File: config.mk
export PLATFORM = sky130hd
export DESIGN_NAME = core_top
export DESIGN_NICKNAME = d
export VERILOG_FILES = /design/src/design/core_pkg.sv /design/src/design/alu_unit.sv /design/src/design/core_top.sv /design/src/design/register_file.sv /design/src/design/scoreboard.sv
export SDC_FILE = /design/constraint.sdc
export NUM_CORES = 1
export LEC_CHECK = 0
export ABC_AREA = 1
export BUFFER_PORTS_ARGS = -buffer_cell sky130_fd_sc_hd__buf_2
export CORE_ASPECT_RATIO = 1.25
export CORE_MARGIN = 4
export CORE_UTILIZATION = 30
export CTS_CLUSTER_DIAMETER = 200
export CTS_CLUSTER_SIZE = 10
export DETAILED_ROUTE_END_ITERATION = 7
export SYNTH_ARGS = -nofsm -noshare
export SYNTH_HDL_FRONTEND = slang
export SYNTH_SLANG_ARGS = --single-unit
export TNS_END_PERCENT = 5
File: constraint.sdc
create_clock -name clk -period 3.1 [get_ports clk]
set_input_delay 0.465 -clock clk [delete_from_list [all_inputs] [get_ports clk]]
set_output_delay 0.465 -clock clk [all_outputs]
set_load 0.02 [all_outputs]
File: src/design/core_pkg.sv
package core_pkg;

	////////////////////////////////////////////////////////////////////////////
	// Widths and counts
	////////////////////////////////////////////////////////////////////////////

	localparam int data_width = 16;
	localparam int instr_width = 16;
	localparam int reg_count = 8;
	localparam int reg_addr_width = 3;
	localparam int unit_count = 2;
	localparam int unit_id_width = 1;
	localparam int opcode_width = 5;
	localparam int imm_width = 5;

	// Instruction field positions
	localparam int opcode_msb = 15;
	localparam int opcode_lsb = 11;
	localparam int dest_msb = 10;
	localparam int dest_lsb = 8;
	localparam int src0_msb = 7;
	localparam int src0_lsb = 5;
	localparam int src1_msb = 2;
	localparam int src1_lsb = 0;
	localparam int imm_msb = 4;
	localparam int imm_lsb = 0;

	////////////////////////////////////////////////////////////////////////////
	// Encodings
	////////////////////////////////////////////////////////////////////////////

	// Anything outside these four decodes as a no-op
	typedef enum logic [opcode_width-1:0] {
		op_add_imm = 5'd0,
		op_add_reg = 5'd1,
		op_sub_imm = 5'd2,
		op_sub_reg = 5'd3
	} opcode_t;

	typedef enum logic {
		alu_add,
		alu_sub
	} alu_op_t;

	typedef enum logic [1:0] {
		st_idle,
		st_waiting,
		st_executing
	} station_state_t;

endpackage

File: src/design/alu_unit.sv
`timescale 1ns/1ps

module alu_unit import core_pkg::*; (
	input  logic                      clk,
	input  logic                      reset,
	input  logic                      dispatch,
	input  alu_op_t                   op,
	input  logic [data_width-1:0]     operand_a,
	input  logic [data_width-1:0]     operand_b,
	input  logic [reg_addr_width-1:0] dest,
	output logic                      wb_valid,
	output logic [reg_addr_width-1:0] wb_reg,
	output logic [data_width-1:0]     wb_value
);

	logic                      exec_valid;
	alu_op_t                   exec_op;
	logic [data_width-1:0]     exec_a;
	logic [data_width-1:0]     exec_b;
	logic [reg_addr_width-1:0] exec_dest;
	logic [data_width-1:0]     result;

	// Stage 1, capture operands on dispatch
	always_ff @(posedge clk) begin
		if (reset) begin
			exec_valid <= 1'b0;
		end else begin
			exec_valid <= dispatch;
		end
	end

	always_ff @(posedge clk) begin
		if (dispatch) begin
			exec_op <= op;
			exec_a <= operand_a;
			exec_b <= operand_b;
			exec_dest <= dest;
		end
	end

	assign result = (exec_op == alu_sub) ? exec_a - exec_b : exec_a + exec_b;

	// Stage 2, writeback register
	always_ff @(posedge clk) begin
		if (reset) begin
			wb_valid <= 1'b0;
		end else begin
			wb_valid <= exec_valid;
		end
	end

	always_ff @(posedge clk) begin
		if (exec_valid) begin
			wb_reg <= exec_dest;
			wb_value <= result;
		end
	end

endmodule

File: src/design/core_top.sv
`timescale 1ns/1ps

module core_top import core_pkg::*; (
	input  logic                      clk,
	input  logic                      reset,
	input  logic                      instr_valid,
	input  logic [instr_width-1:0]    instr,
	output logic                      instr_ready,
	output logic                      wb0_valid,
	output logic [reg_addr_width-1:0] wb0_reg,
	output logic [data_width-1:0]     wb0_value,
	output logic                      wb1_valid,
	output logic [reg_addr_width-1:0] wb1_reg,
	output logic [data_width-1:0]     wb1_value,
	input  logic [reg_addr_width-1:0] dbg_addr,
	output logic [data_width-1:0]     dbg_value
);

	// Scoreboard to unit 0
	logic                      u0_dispatch;
	alu_op_t                   u0_op;
	logic [data_width-1:0]     u0_operand_a;
	logic [data_width-1:0]     u0_operand_b;
	logic [reg_addr_width-1:0] u0_dest;
	logic [reg_addr_width-1:0] u0_a_addr;
	logic [reg_addr_width-1:0] u0_b_addr;
	logic [data_width-1:0]     u0_a_value;
	logic [data_width-1:0]     u0_b_value;

	// Scoreboard to unit 1
	logic                      u1_dispatch;
	alu_op_t                   u1_op;
	logic [data_width-1:0]     u1_operand_a;
	logic [data_width-1:0]     u1_operand_b;
	logic [reg_addr_width-1:0] u1_dest;
	logic [reg_addr_width-1:0] u1_a_addr;
	logic [reg_addr_width-1:0] u1_b_addr;
	logic [data_width-1:0]     u1_a_value;
	logic [data_width-1:0]     u1_b_value;

	scoreboard scoreboard_inst (
		.clk          (clk),
		.reset        (reset),
		.instr_valid  (instr_valid),
		.instr        (instr),
		.instr_ready  (instr_ready),
		.u0_dispatch  (u0_dispatch),
		.u0_op        (u0_op),
		.u0_operand_a (u0_operand_a),
		.u0_operand_b (u0_operand_b),
		.u0_dest      (u0_dest),
		.u0_a_addr    (u0_a_addr),
		.u0_b_addr    (u0_b_addr),
		.u0_a_value   (u0_a_value),
		.u0_b_value   (u0_b_value),
		.u1_dispatch  (u1_dispatch),
		.u1_op        (u1_op),
		.u1_operand_a (u1_operand_a),
		.u1_operand_b (u1_operand_b),
		.u1_dest      (u1_dest),
		.u1_a_addr    (u1_a_addr),
		.u1_b_addr    (u1_b_addr),
		.u1_a_value   (u1_a_value),
		.u1_b_value   (u1_b_value),
		.wb0_valid    (wb0_valid),
		.wb0_reg      (wb0_reg),
		.wb1_valid    (wb1_valid),
		.wb1_reg      (wb1_reg)
	);

	register_file register_file_inst (
		.clk        (clk),
		.reset      (reset),
		.wr0_en     (wb0_valid),
		.wr0_addr   (wb0_reg),
		.wr0_value  (wb0_value),
		.wr1_en     (wb1_valid),
		.wr1_addr   (wb1_reg),
		.wr1_value  (wb1_value),
		.u0_a_addr  (u0_a_addr),
		.u0_a_value (u0_a_value),
		.u0_b_addr  (u0_b_addr),
		.u0_b_value (u0_b_value),
		.u1_a_addr  (u1_a_addr),
		.u1_a_value (u1_a_value),
		.u1_b_addr  (u1_b_addr),
		.u1_b_value (u1_b_value),
		.dbg_addr   (dbg_addr),
		.dbg_value  (dbg_value)
	);

	alu_unit alu_unit_0 (
		.clk       (clk),
		.reset     (reset),
		.dispatch  (u0_dispatch),
		.op        (u0_op),
		.operand_a (u0_operand_a),
		.operand_b (u0_operand_b),
		.dest      (u0_dest),
		.wb_valid  (wb0_valid),
		.wb_reg    (wb0_reg),
		.wb_value  (wb0_value)
	);

	alu_unit alu_unit_1 (
		.clk       (clk),
		.reset     (reset),
		.dispatch  (u1_dispatch),
		.op        (u1_op),
		.operand_a (u1_operand_a),
		.operand_b (u1_operand_b),
		.dest      (u1_dest),
		.wb_valid  (wb1_valid),
		.wb_reg    (wb1_reg),
		.wb_value  (wb1_value)
	);

endmodule

File: src/design/register_file.sv
`timescale 1ns/1ps

module register_file import core_pkg::*; (
	input  logic                      clk,
	input  logic                      reset,
	input  logic                      wr0_en,
	input  logic [reg_addr_width-1:0] wr0_addr,
	input  logic [data_width-1:0]     wr0_value,
	input  logic                      wr1_en,
	input  logic [reg_addr_width-1:0] wr1_addr,
	input  logic [data_width-1:0]     wr1_value,
	input  logic [reg_addr_width-1:0] u0_a_addr,
	output logic [data_width-1:0]     u0_a_value,
	input  logic [reg_addr_width-1:0] u0_b_addr,
	output logic [data_width-1:0]     u0_b_value,
	input  logic [reg_addr_width-1:0] u1_a_addr,
	output logic [data_width-1:0]     u1_a_value,
	input  logic [reg_addr_width-1:0] u1_b_addr,
	output logic [data_width-1:0]     u1_b_value,
	input  logic [reg_addr_width-1:0] dbg_addr,
	output logic [data_width-1:0]     dbg_value
);

	logic [data_width-1:0] regs [reg_count];

	// Write addresses never collide, the scoreboard allows one producer per register
	always_ff @(posedge clk) begin
		if (reset) begin
			for (int i = 0; i < reg_count; i++) begin
				regs[i] <= '0;
			end
		end else begin
			if (wr0_en) begin
				regs[wr0_addr] <= wr0_value;
			end
			if (wr1_en) begin
				regs[wr1_addr] <= wr1_value;
			end
		end
	end

	// Plain reads, a value written this cycle shows up next cycle
	assign u0_a_value = regs[u0_a_addr];
	assign u0_b_value = regs[u0_b_addr];
	assign u1_a_value = regs[u1_a_addr];
	assign u1_b_value = regs[u1_b_addr];
	assign dbg_value = regs[dbg_addr];

endmodule

File: src/design/scoreboard.sv
`timescale 1ns/1ps

module scoreboard import core_pkg::*; (
	input  logic                      clk,
	input  logic                      reset,
	input  logic                      instr_valid,
	input  logic [instr_width-1:0]    instr,
	output logic                      instr_ready,
	output logic                      u0_dispatch,
	output alu_op_t                   u0_op,
	output logic [data_width-1:0]     u0_operand_a,
	output logic [data_width-1:0]     u0_operand_b,
	output logic [reg_addr_width-1:0] u0_dest,
	output logic [reg_addr_width-1:0] u0_a_addr,
	output logic [reg_addr_width-1:0] u0_b_addr,
	input  logic [data_width-1:0]     u0_a_value,
	input  logic [data_width-1:0]     u0_b_value,
	output logic                      u1_dispatch,
	output alu_op_t                   u1_op,
	output logic [data_width-1:0]     u1_operand_a,
	output logic [data_width-1:0]     u1_operand_b,
	output logic [reg_addr_width-1:0] u1_dest,
	output logic [reg_addr_width-1:0] u1_a_addr,
	output logic [reg_addr_width-1:0] u1_b_addr,
	input  logic [data_width-1:0]     u1_a_value,
	input  logic [data_width-1:0]     u1_b_value,
	input  logic                      wb0_valid,
	input  logic [reg_addr_width-1:0] wb0_reg,
	input  logic                      wb1_valid,
	input  logic [reg_addr_width-1:0] wb1_reg
);

	////////////////////////////////////////////////////////////////////////////
	// Decode
	////////////////////////////////////////////////////////////////////////////

	opcode_t                   dec_opcode;
	logic                      dec_known;
	alu_op_t                   dec_op;
	logic                      dec_imm_flag;
	logic [reg_addr_width-1:0] dec_dest;
	logic [reg_addr_width-1:0] dec_src0;
	logic [reg_addr_width-1:0] dec_src1;
	logic [imm_width-1:0]      dec_imm;

	assign dec_opcode = opcode_t'(instr[opcode_msb:opcode_lsb]);
	assign dec_dest = instr[dest_msb:dest_lsb];
	assign dec_src0 = instr[src0_msb:src0_lsb];
	assign dec_src1 = instr[src1_msb:src1_lsb];
	assign dec_imm = instr[imm_msb:imm_lsb];

	always_comb begin
		dec_known = 1'b1;
		dec_op = alu_add;
		dec_imm_flag = 1'b0;
		case (dec_opcode)
			op_add_imm: begin
				dec_imm_flag = 1'b1;
			end
			op_add_reg: begin
				dec_imm_flag = 1'b0;
			end
			op_sub_imm: begin
				dec_op = alu_sub;
				dec_imm_flag = 1'b1;
			end
			op_sub_reg: begin
				dec_op = alu_sub;
			end
			default: begin
				dec_known = 1'b0;
			end
		endcase
	end

	////////////////////////////////////////////////////////////////////////////
	// Stations and pending marks
	////////////////////////////////////////////////////////////////////////////

	logic                      started;
	station_state_t            st_state [unit_count];
	alu_op_t                   st_op [unit_count];
	logic [reg_addr_width-1:0] st_dest [unit_count];
	logic [reg_addr_width-1:0] st_src0 [unit_count];
	logic [reg_addr_width-1:0] st_src1 [unit_count];
	logic [imm_width-1:0]      st_imm [unit_count];
	logic                      st_imm_flag [unit_count];

	logic [reg_count-1:0]      pend_valid;
	logic [unit_id_width-1:0]  pend_unit [reg_count];

	logic                      wb_valid_arr [unit_count];
	logic [reg_addr_width-1:0] wb_reg_arr [unit_count];
	logic [data_width-1:0]     rd_a_value [unit_count];
	logic [data_width-1:0]     rd_b_value [unit_count];
	logic [data_width-1:0]     operand_b [unit_count];
	logic                      dispatch [unit_count];

	logic                      idle_any;
	logic [unit_id_width-1:0]  issue_unit;
	logic                      war_hit;
	logic                      alloc;

	assign wb_valid_arr[0] = wb0_valid;
	assign wb_valid_arr[1] = wb1_valid;
	assign wb_reg_arr[0] = wb0_reg;
	assign wb_reg_arr[1] = wb1_reg;
	assign rd_a_value[0] = u0_a_value;
	assign rd_a_value[1] = u1_a_value;
	assign rd_b_value[0] = u0_b_value;
	assign rd_b_value[1] = u1_b_value;

	// Lowest idle unit wins
	always_comb begin
		idle_any = 1'b0;
		issue_unit = '0;
		for (int i = unit_count - 1; i >= 0; i--) begin
			if (st_state[i] == st_idle) begin
				idle_any = 1'b1;
				issue_unit = unit_id_width'(i);
			end
		end
	end

	// A station that has not read its operands yet must not see them overwritten
	always_comb begin
		war_hit = 1'b0;
		for (int i = 0; i < unit_count; i++) begin
			if (st_state[i] == st_waiting && (st_src0[i] == dec_dest ||
					(!st_imm_flag[i] && st_src1[i] == dec_dest))) begin
				war_hit = 1'b1;
			end
		end
	end

	assign instr_ready = started && idle_any && !pend_valid[dec_dest] && !war_hit;
	assign alloc = instr_valid && instr_ready && dec_known;

	// A source marked by its own station is the old value, already committed
	always_comb begin
		for (int i = 0; i < unit_count; i++) begin
			dispatch[i] = (st_state[i] == st_waiting)
				&& (!pend_valid[st_src0[i]] || pend_unit[st_src0[i]] == unit_id_width'(i))
				&& (st_imm_flag[i] || !pend_valid[st_src1[i]]
					|| pend_unit[st_src1[i]] == unit_id_width'(i));
			operand_b[i] = st_imm_flag[i]
				? {{(data_width - imm_width){st_imm[i][imm_width-1]}}, st_imm[i]}
				: rd_b_value[i];
		end
	end

	always_ff @(posedge clk) begin
		if (reset) begin
			started <= 1'b0;
			pend_valid <= '0;
			for (int i = 0; i < unit_count; i++) begin
				st_state[i] <= st_idle;
			end
		end else begin
			started <= 1'b1;
			for (int i = 0; i < unit_count; i++) begin
				if (dispatch[i]) begin
					st_state[i] <= st_executing;
				end
				if (wb_valid_arr[i]) begin
					st_state[i] <= st_idle;
					pend_valid[wb_reg_arr[i]] <= 1'b0;
				end
			end
			if (alloc) begin
				st_state[issue_unit] <= st_waiting;
				pend_valid[dec_dest] <= 1'b1;
			end
		end
	end

	always_ff @(posedge clk) begin
		if (alloc) begin
			st_op[issue_unit] <= dec_op;
			st_dest[issue_unit] <= dec_dest;
			st_src0[issue_unit] <= dec_src0;
			st_src1[issue_unit] <= dec_src1;
			st_imm[issue_unit] <= dec_imm;
			st_imm_flag[issue_unit] <= dec_imm_flag;
			pend_unit[dec_dest] <= issue_unit;
		end
	end

	////////////////////////////////////////////////////////////////////////////
	// Unit ports
	////////////////////////////////////////////////////////////////////////////

	assign u0_dispatch = dispatch[0];
	assign u0_op = st_op[0];
	assign u0_operand_a = rd_a_value[0];
	assign u0_operand_b = operand_b[0];
	assign u0_dest = st_dest[0];
	assign u0_a_addr = st_src0[0];
	assign u0_b_addr = st_src1[0];

	assign u1_dispatch = dispatch[1];
	assign u1_op = st_op[1];
	assign u1_operand_a = rd_a_value[1];
	assign u1_operand_b = operand_b[1];
	assign u1_dest = st_dest[1];
	assign u1_a_addr = st_src0[1];
	assign u1_b_addr = st_src1[1];

endmodule

# Yosys cells after proc, flatten, opt, wreduce, memory -nomap -nowiden
# Memory sizes are Yosys's and may differ from the RTL's. A register that Yosys moved wholly into a read port is not among the register bits.
# Cells that the tools add are included.
op_classes:
  n_mux: 62
  n_shift: 0
  bitwise_logic: 11
  n_reduce_logical: 40
  n_eq_ne: 9
  order_cmp: 10
  multipliers: 0
  div: 0
  n_addsub: 4
ops:
  columns: ["cell", "n"]
  rows:
  - ["16-bit 2-to-1 mux", 6]
  - ["8-bit 2-to-1 mux", 5]
  - ["1-bit 2-to-1 mux", 37]
  - ["16-bit adder", 2]
  - ["16-bit OR reduction", 2]
  - ["16-bit subtractor", 2]
  - ["3-bit by 4-bit < comparator with 1-bit output, second input constant", 7]
  - ["8-bit bitwise AND", 2]
  - ["1-bit logical AND", 16]
  - ["8-bit NOT", 2]
  - ["1-bit binary-select mux with 3-bit select", 5]
  - ["3-bit == test", 4]
  - ["5-bit by 2-bit == test with 1-bit output, second input constant", 2]
  - ["1-bit demux with 3-bit select", 3]
  - ["3-bit by 1-bit greater-or-equal comparator with 1-bit output, second input constant", 3]
  - ["1-bit logical NOT", 8]
  - ["1-bit logical OR", 8]
  - ["2-bit 2-to-1 mux", 4]
  - ["8-bit bitwise OR", 1]
  - ["3-bit 2-to-1 mux", 2]
  - ["5-bit by 1-bit == test with 1-bit output, second input constant", 1]
  - ["5-bit logical NOT", 1]
  - ["2-bit by 1-bit == test with 1-bit output, second input constant", 2]
  - ["2-bit logical NOT", 2]
  - ["4 further kinds", 9]
word_totals:
  out_inout_bits: 57
  mem_bits_ro: 0
  reg_bits: 83
  mem_bits_rw: 172
  n_memories: 9
  latchBits: 0
mem_list:
  columns: ["memory", "depth", "width", "rd", "rd_ports_with_merged_regs", "wr", "line", "text"]
  rows:
  - ["register_file_inst.regs", 8, 16, 5, 2, 8, "register_file.sv:24", "logic [data_width-1:0] regs [reg_count];"]
  - ["scoreboard_inst.st_imm", 2, 5, 2, 0, 1, "scoreboard.sv:86", "logic [imm_width-1:0] st_imm [unit_count];"]
  - ["scoreboard_inst.pend_unit", 8, 1, 4, 0, 1, "scoreboard.sv:90", "logic [unit_id_width-1:0] pend_unit [reg_count];"]
  - ["scoreboard_inst.st_dest", 2, 3, 2, 2, 1, "scoreboard.sv:83", "logic [reg_addr_width-1:0] st_dest [unit_count];"]
  - ["scoreboard_inst.st_src0", 2, 3, 2, 0, 1, "scoreboard.sv:84", "logic [reg_addr_width-1:0] st_src0 [unit_count];"]
  - ["scoreboard_inst.st_src1", 2, 3, 2, 0, 1, "scoreboard.sv:85", "logic [reg_addr_width-1:0] st_src1 [unit_count];"]
  - ["+3 memories", null, null, null, null, null, null, null]

# Depth between registers and ports, before layout
logic_depth:
  ltp_word: 13
  depth_mapped: 20
  mapped_depth_nobuf: 20

# Cells and area by module
# Synthesis repeated with hierarchy kept, for this count alone.
unflattened:
  hier_cells: 3359
  area_unflattened_um2: 22008.6
by_module_without_submodules:
  columns: ["module", "instances", "area_per_inst_um2", "seq_area_each_um2", "cells_per_inst"]
  rows:
  - ["register_file", 1, 12538.3, 3843.7, 2243]
  - ["scoreboard", 1, 3221.8, 1281.2, 456]
  - ["alu_unit (alu_unit_0)", 1, 3138.0, 1691.6, 333]
  - ["alu_unit (alu_unit_1)", 1, 3110.5, 1691.6, 327]

# Least setup slack after synthesis
# OpenSTA, ideal clock, no wires.
synth_path:
  kind: "register -> register"
  start: "mem scoreboard_inst.st_src0[0][0]"
  end: "reg alu_unit_0.exec_a[0], read port of register_file_inst.regs, enable pin"
  slack_ns: 0.147
  period_less_slack_ns: 2.953
  arrival_time_ns: 2.522
  t_required_ns: 2.669
  path_stages_with_launch: 9
  cell_sequence: "edfxtp_1 > buf_2 > inv_2 > o21ai_0 > nand2_1 > nand2_1 > nand2_1 > nand3_1 > nor2_1"
synth_rtl:
  columns: ["item", "line", "text"]
  rows:
  - ["start: declaration", "scoreboard.sv:84", null]
  - ["end: declaration", "alu_unit.sv:18", "logic [data_width-1:0] exec_a;"]

# Worst setup path after layout
layout_path:
  start: "reg alu_unit_0.exec_b[3]"
  end: "reg alu_unit_0.wb_value[14], data pin"
layout_via:
  elab_chain_cells: 2
  elab_cells_between_ends: 3
  cone_classes: "add/sub: 2; mux: 1"
layout_rtl:
  columns: ["item", "line", "text"]
  rows:
  - ["start: declaration", "alu_unit.sv:19", "logic [data_width-1:0] exec_b;"]
  - ["start signal: assignment", "alu_unit.sv:36", "exec_b <= operand_b;"]
  - ["16-bit adder / 16-bit subtractor (equally long branches)", "alu_unit.sv:41", "assign result = (exec_op == alu_sub) ? exec_a - exec_b : exec_a + exec_b;"]
  - ["16-bit 2-to-1 mux (*)", "alu_unit.sv:41", null]
  - ["via alu_unit_0.result[14]", "alu_unit.sv:21", "logic [data_width-1:0] result;"]
  - ["end signal: assignment", "alu_unit.sv:55", "wb_value <= result;"]
  - ["end: declaration", "alu_unit.sv:13", "output logic [data_width-1:0] wb_value"]
# Mark *: on every way through the listed nets, which the timed path passes. The rest lies on a longest branch.
# A chain may end at the register's enable or synchronous reset.

==> summary.md <==
| Metric | Value |
|---|---|
| Design Area, Final | around 0.021 mm^2 |
| Cell area after synthesis | between 0.015 and 0.02 mm^2 |
| Later-pin clock latency in the skew report | around 0.54 ns |
| Clock Root Buffer | clkbuf_16 |
| FMAX | between 0.3 and 0.4 GHz |
| Least-Margin Pin Slew | around 1.1 ns |
| Number of flip-flops under the largest register name | approximately 130 |
| Initial DRT Pass Iterations | 6 |
| Clock Tree Buf Depth | 3 |
| Worst Setup EP | alu_unit_0.wb_value[14]$_DFFE_PP_ |
| WL final | 75.91 mm |
| Post-synth EDFFs | 272 |
| WS Path Type | flop to flop |
| Antenna fix cells | 0 |
| Postcts setup bufs | 0 |
| Total CTS buffers | 34 |
| RSZ-0062 raised after global routing | no |
| Synth Net Count | between 2000 and 2500 |
| Status | finished, final reports clean |
| Clock network fraction of total power | 0.428 |
| Crit end category | flop |
| Synth top area share | 0.4452 |
| Clock transition at path regs | ~0.06 ns |
| Beginning of the critical path | alu_unit_0.exec_b[3]$_DFFE_PN_ |
| Core Box Area | 0.06066 mm^2 |
| Hold slack | about 0.13 ns |
| Flop pwr share | 0.502 |
| GRT overflow | 0 |
| Die area | 0.06520 mm^2 |
| Combinational Power Share | 0.070 |
| Die Y | about 280 um |
| Cell Int Power | between 6000 and 7000 uW |
| Total I/O pin count | 79 |
| Crit-path max FO | 4 |
| Proportion of layout cells with a drive suffix above 1 | 0.09141 |
| Vias in the first global route | 17600 |
| Area contributors post-synth | edfxtp_1, o21ai_0, nand2_1, a21oi_1, o22ai_1 |
| Port buffer count | 78 |
| Finish-stage setup viols | 0 |
| Via count | 18420 |
| Area leader, netlist | edfxtp_1 |
| Post-route ant nets | 0 |
| Die W | between 200 and 250 um |
| Multi-input logic area | approximately 0.0084 mm^2 |
| DR vias/cell | 5.895 |
| Largest Register | register_file_inst.regs |
| Worst IR Drop VDD | 0.4138 mV |
| DRC violations left | 0 |
| Drt wl/cell | 24.30 um |
| Initial antenna violation count | 1 |
| Sw Ratio | 0.2401 |
| Crit path DAT | roughly 3 ns |
| GRT Overall Usage | 0.2247 |
| Ys flop type | edfxtp_1 |
| Clock skew | 0.02391 ns |
| Endpoints failing hold | 0 |
| Slew HR | 0.2419 |
| Area Overhead vs Synth | 12.91% |
| Fin crit period | between 2 and 3 ns |
| Static Leakage | 0.007898 uW |
| DRT iter0 DRCs | roughly 2800 |
| RR Endpoint | alu_unit_0.wb_value[14]$_DFFE_PP_ |
| Hold Crit Class | input pin to flop |
| R2r startpoint | alu_unit_0.exec_b[3]$_DFFE_PN_ |
| Worst R2R Setup Slack | ~0.31 ns |
| Initial Utilization | 0.3025 |
| Data required, critical path | between 3 and 4 ns |
| Syn avg cell area | 8.008 um^2 |
| Yosys cell types | 43 |
| Power Density | about 420 mW/mm^2 |
| R2R cell count | 16 |
| Max Cap Viol | 0 |
| Number of synthesis warnings | 0 |
| Post-synthesis register bit count | approximately 290 |
| Num rows | 101 |
| Final period util | 0.9003 |
| Max-slew violations | 0 |
| CTS HTree Levels | 2 |
| CTS tree | built |
| Post-synth top cells | o21ai_0, nand2_1, edfxtp_1 |
| Area post-placement | a little under 0.02 mm^2 |
| CTS Sinks | just under 300 |
| Setup TNS Final | 0 ns |
| Placer Congestion | ~0.93 |
| Async set or reset register ratio after synthesis | 0 |
| Startpoint types | flop |
| Top-count cell post-synth | o21ai_0 |
| Final HPWL from detailed placement | between 50 and 60 mm |
| Fill cells | roughly 6300 |
| Nets | ~2400 |
| Sequential fraction of the synthesis area | 0.4638 |
| Reg area | roughly 0.0085 mm^2 |
| Post-synthesis cell count | between 2000 and 2500 |
| Largest net degree at the start of global routing | a little over 90 |
| P_sw | ~2100 uW |
| First-pass GRT wire length | 112.2 mm |
cell families (layout without fill, tap and decap cells):
kind of cell	Yosys count	in the layout	share of synthesized area
compound gates	879	879	0.2581
simple gates	671	671	0.1500
buf+inv	368	429	0.08027
flops	289	289	0.4638
xor+xnor	50	50	0.02387
fa+ha+maj	34	34	0.02401
per-layer routing:
layer,wire length [um],up-vias,track usage
li1,-,8218,-
met1,26750,8475,0.2726
met2,33210,1361,0.3461
met3,8144,362,0.04210
met4,7804,0,0.1849
met5,0,-,0
through the flow:
step / std cells / power (uW) / setup WS (ns) / util
floorplan: 2291 / 4788 / 0.1469 / -
finish: 3124 / 8734 / 0.3091 / 0.3415
CTS: 3124 / 8760 / 0.2277 / 0.3414
detailed placement: 3075 / 5054 / 0.2310 / 0.3254
global route: 3124 / 9000 / 0.02488 / 0.3415
global placement: 3075 / 5042 / 0.2425 / 0.3254
area by class of cell:
class,count,area share
Clock buffer,49,0.04687
Inverter,221,0.04005
Multi-Input combinational cell,1634,0.4045
Sequential cell,289,0.4107
Tap cell,772,0.04663
Timing Repair Buffer,159,0.05122
power by group through the flow:
stage	Combinational [uW]	Clock [uW]	Sequential (uW)
2_1_floorplan	348	0	4440
3_3_place_gp	582	0	4460
3_5_place_dp	591	0	4460
4_1_cts	592	3790	4380
5_1_grt	653	3960	4390
6_report	608	3740	4390
repair_timing:
| action | in CTS | in global routing |
|---|---|---|
| setup endpoints to repair | 0 | 3 |
| resized for setup | 0 | 4 |
| hold buffers | 0 | 0 |
worst max-delay path, stage by stage, from the launching register on:
cell	delay [ns]
edfxtp_1	0.42
nor2_1	0.15
inv_1	0.05
nor2_1	0.10
inv_1	0.07
nor2_2	0.18
nand3_1	0.11
nand2_1	0.11
xnor2_1	0.13
inv_1	0.06
ha_1	0.35
a21oi_1	0.28
o221ai_1	0.17
a21oi_1	0.19
nand2_1	0.08
nand2_1	0.06
nand2_1	0.04
cells in the final DEF (no fill, tap or decap), types with 8 or more instances in the layout:
master	count
xor2_1	38
a21oi_1	224
o22ai_1	154
dfxtp_1	17
edfxtp_1	272
nand2_1	342
nor3_1	12
o21ai_1	14
ha_1	32
buf_4	76
o211ai_1	8
nand3_1	95
inv_1	209
clkbuf_16	37
inv_2	8
clkbuf_1	12
xnor2_1	12
a31oi_1	48
buf_2	78
nand4_1	19
nor2_1	185
o21ai_0	409
worst min path at each step:
stage                                                  from                                endpoint  slack, ns  cells past startpoint
floorplan           scoreboard_inst.st_dest[0][0]$_DFFE_PP_       alu_unit_0.exec_dest[0]$_DFFE_PN_       0.40                      0
global placement    scoreboard_inst.st_dest[0][2]$_DFFE_PP_       alu_unit_0.exec_dest[2]$_DFFE_PN_       0.40                      0
detailed placement        alu_unit_0.exec_dest[0]$_DFFE_PN_          alu_unit_0.wb_reg[0]$_DFFE_PP_       0.41                      0
CTS                                                instr[0]  scoreboard_inst.st_imm[0][0]$_DFFE_PP_       0.11                      1
global route                                       instr[0]  scoreboard_inst.st_imm[0][0]$_DFFE_PP_       0.12                      1
finish                                             instr[0]  scoreboard_inst.st_imm[0][0]$_DFFE_PP_       0.13                      1
No activity file was read; power rests on OpenSTA's default activity.
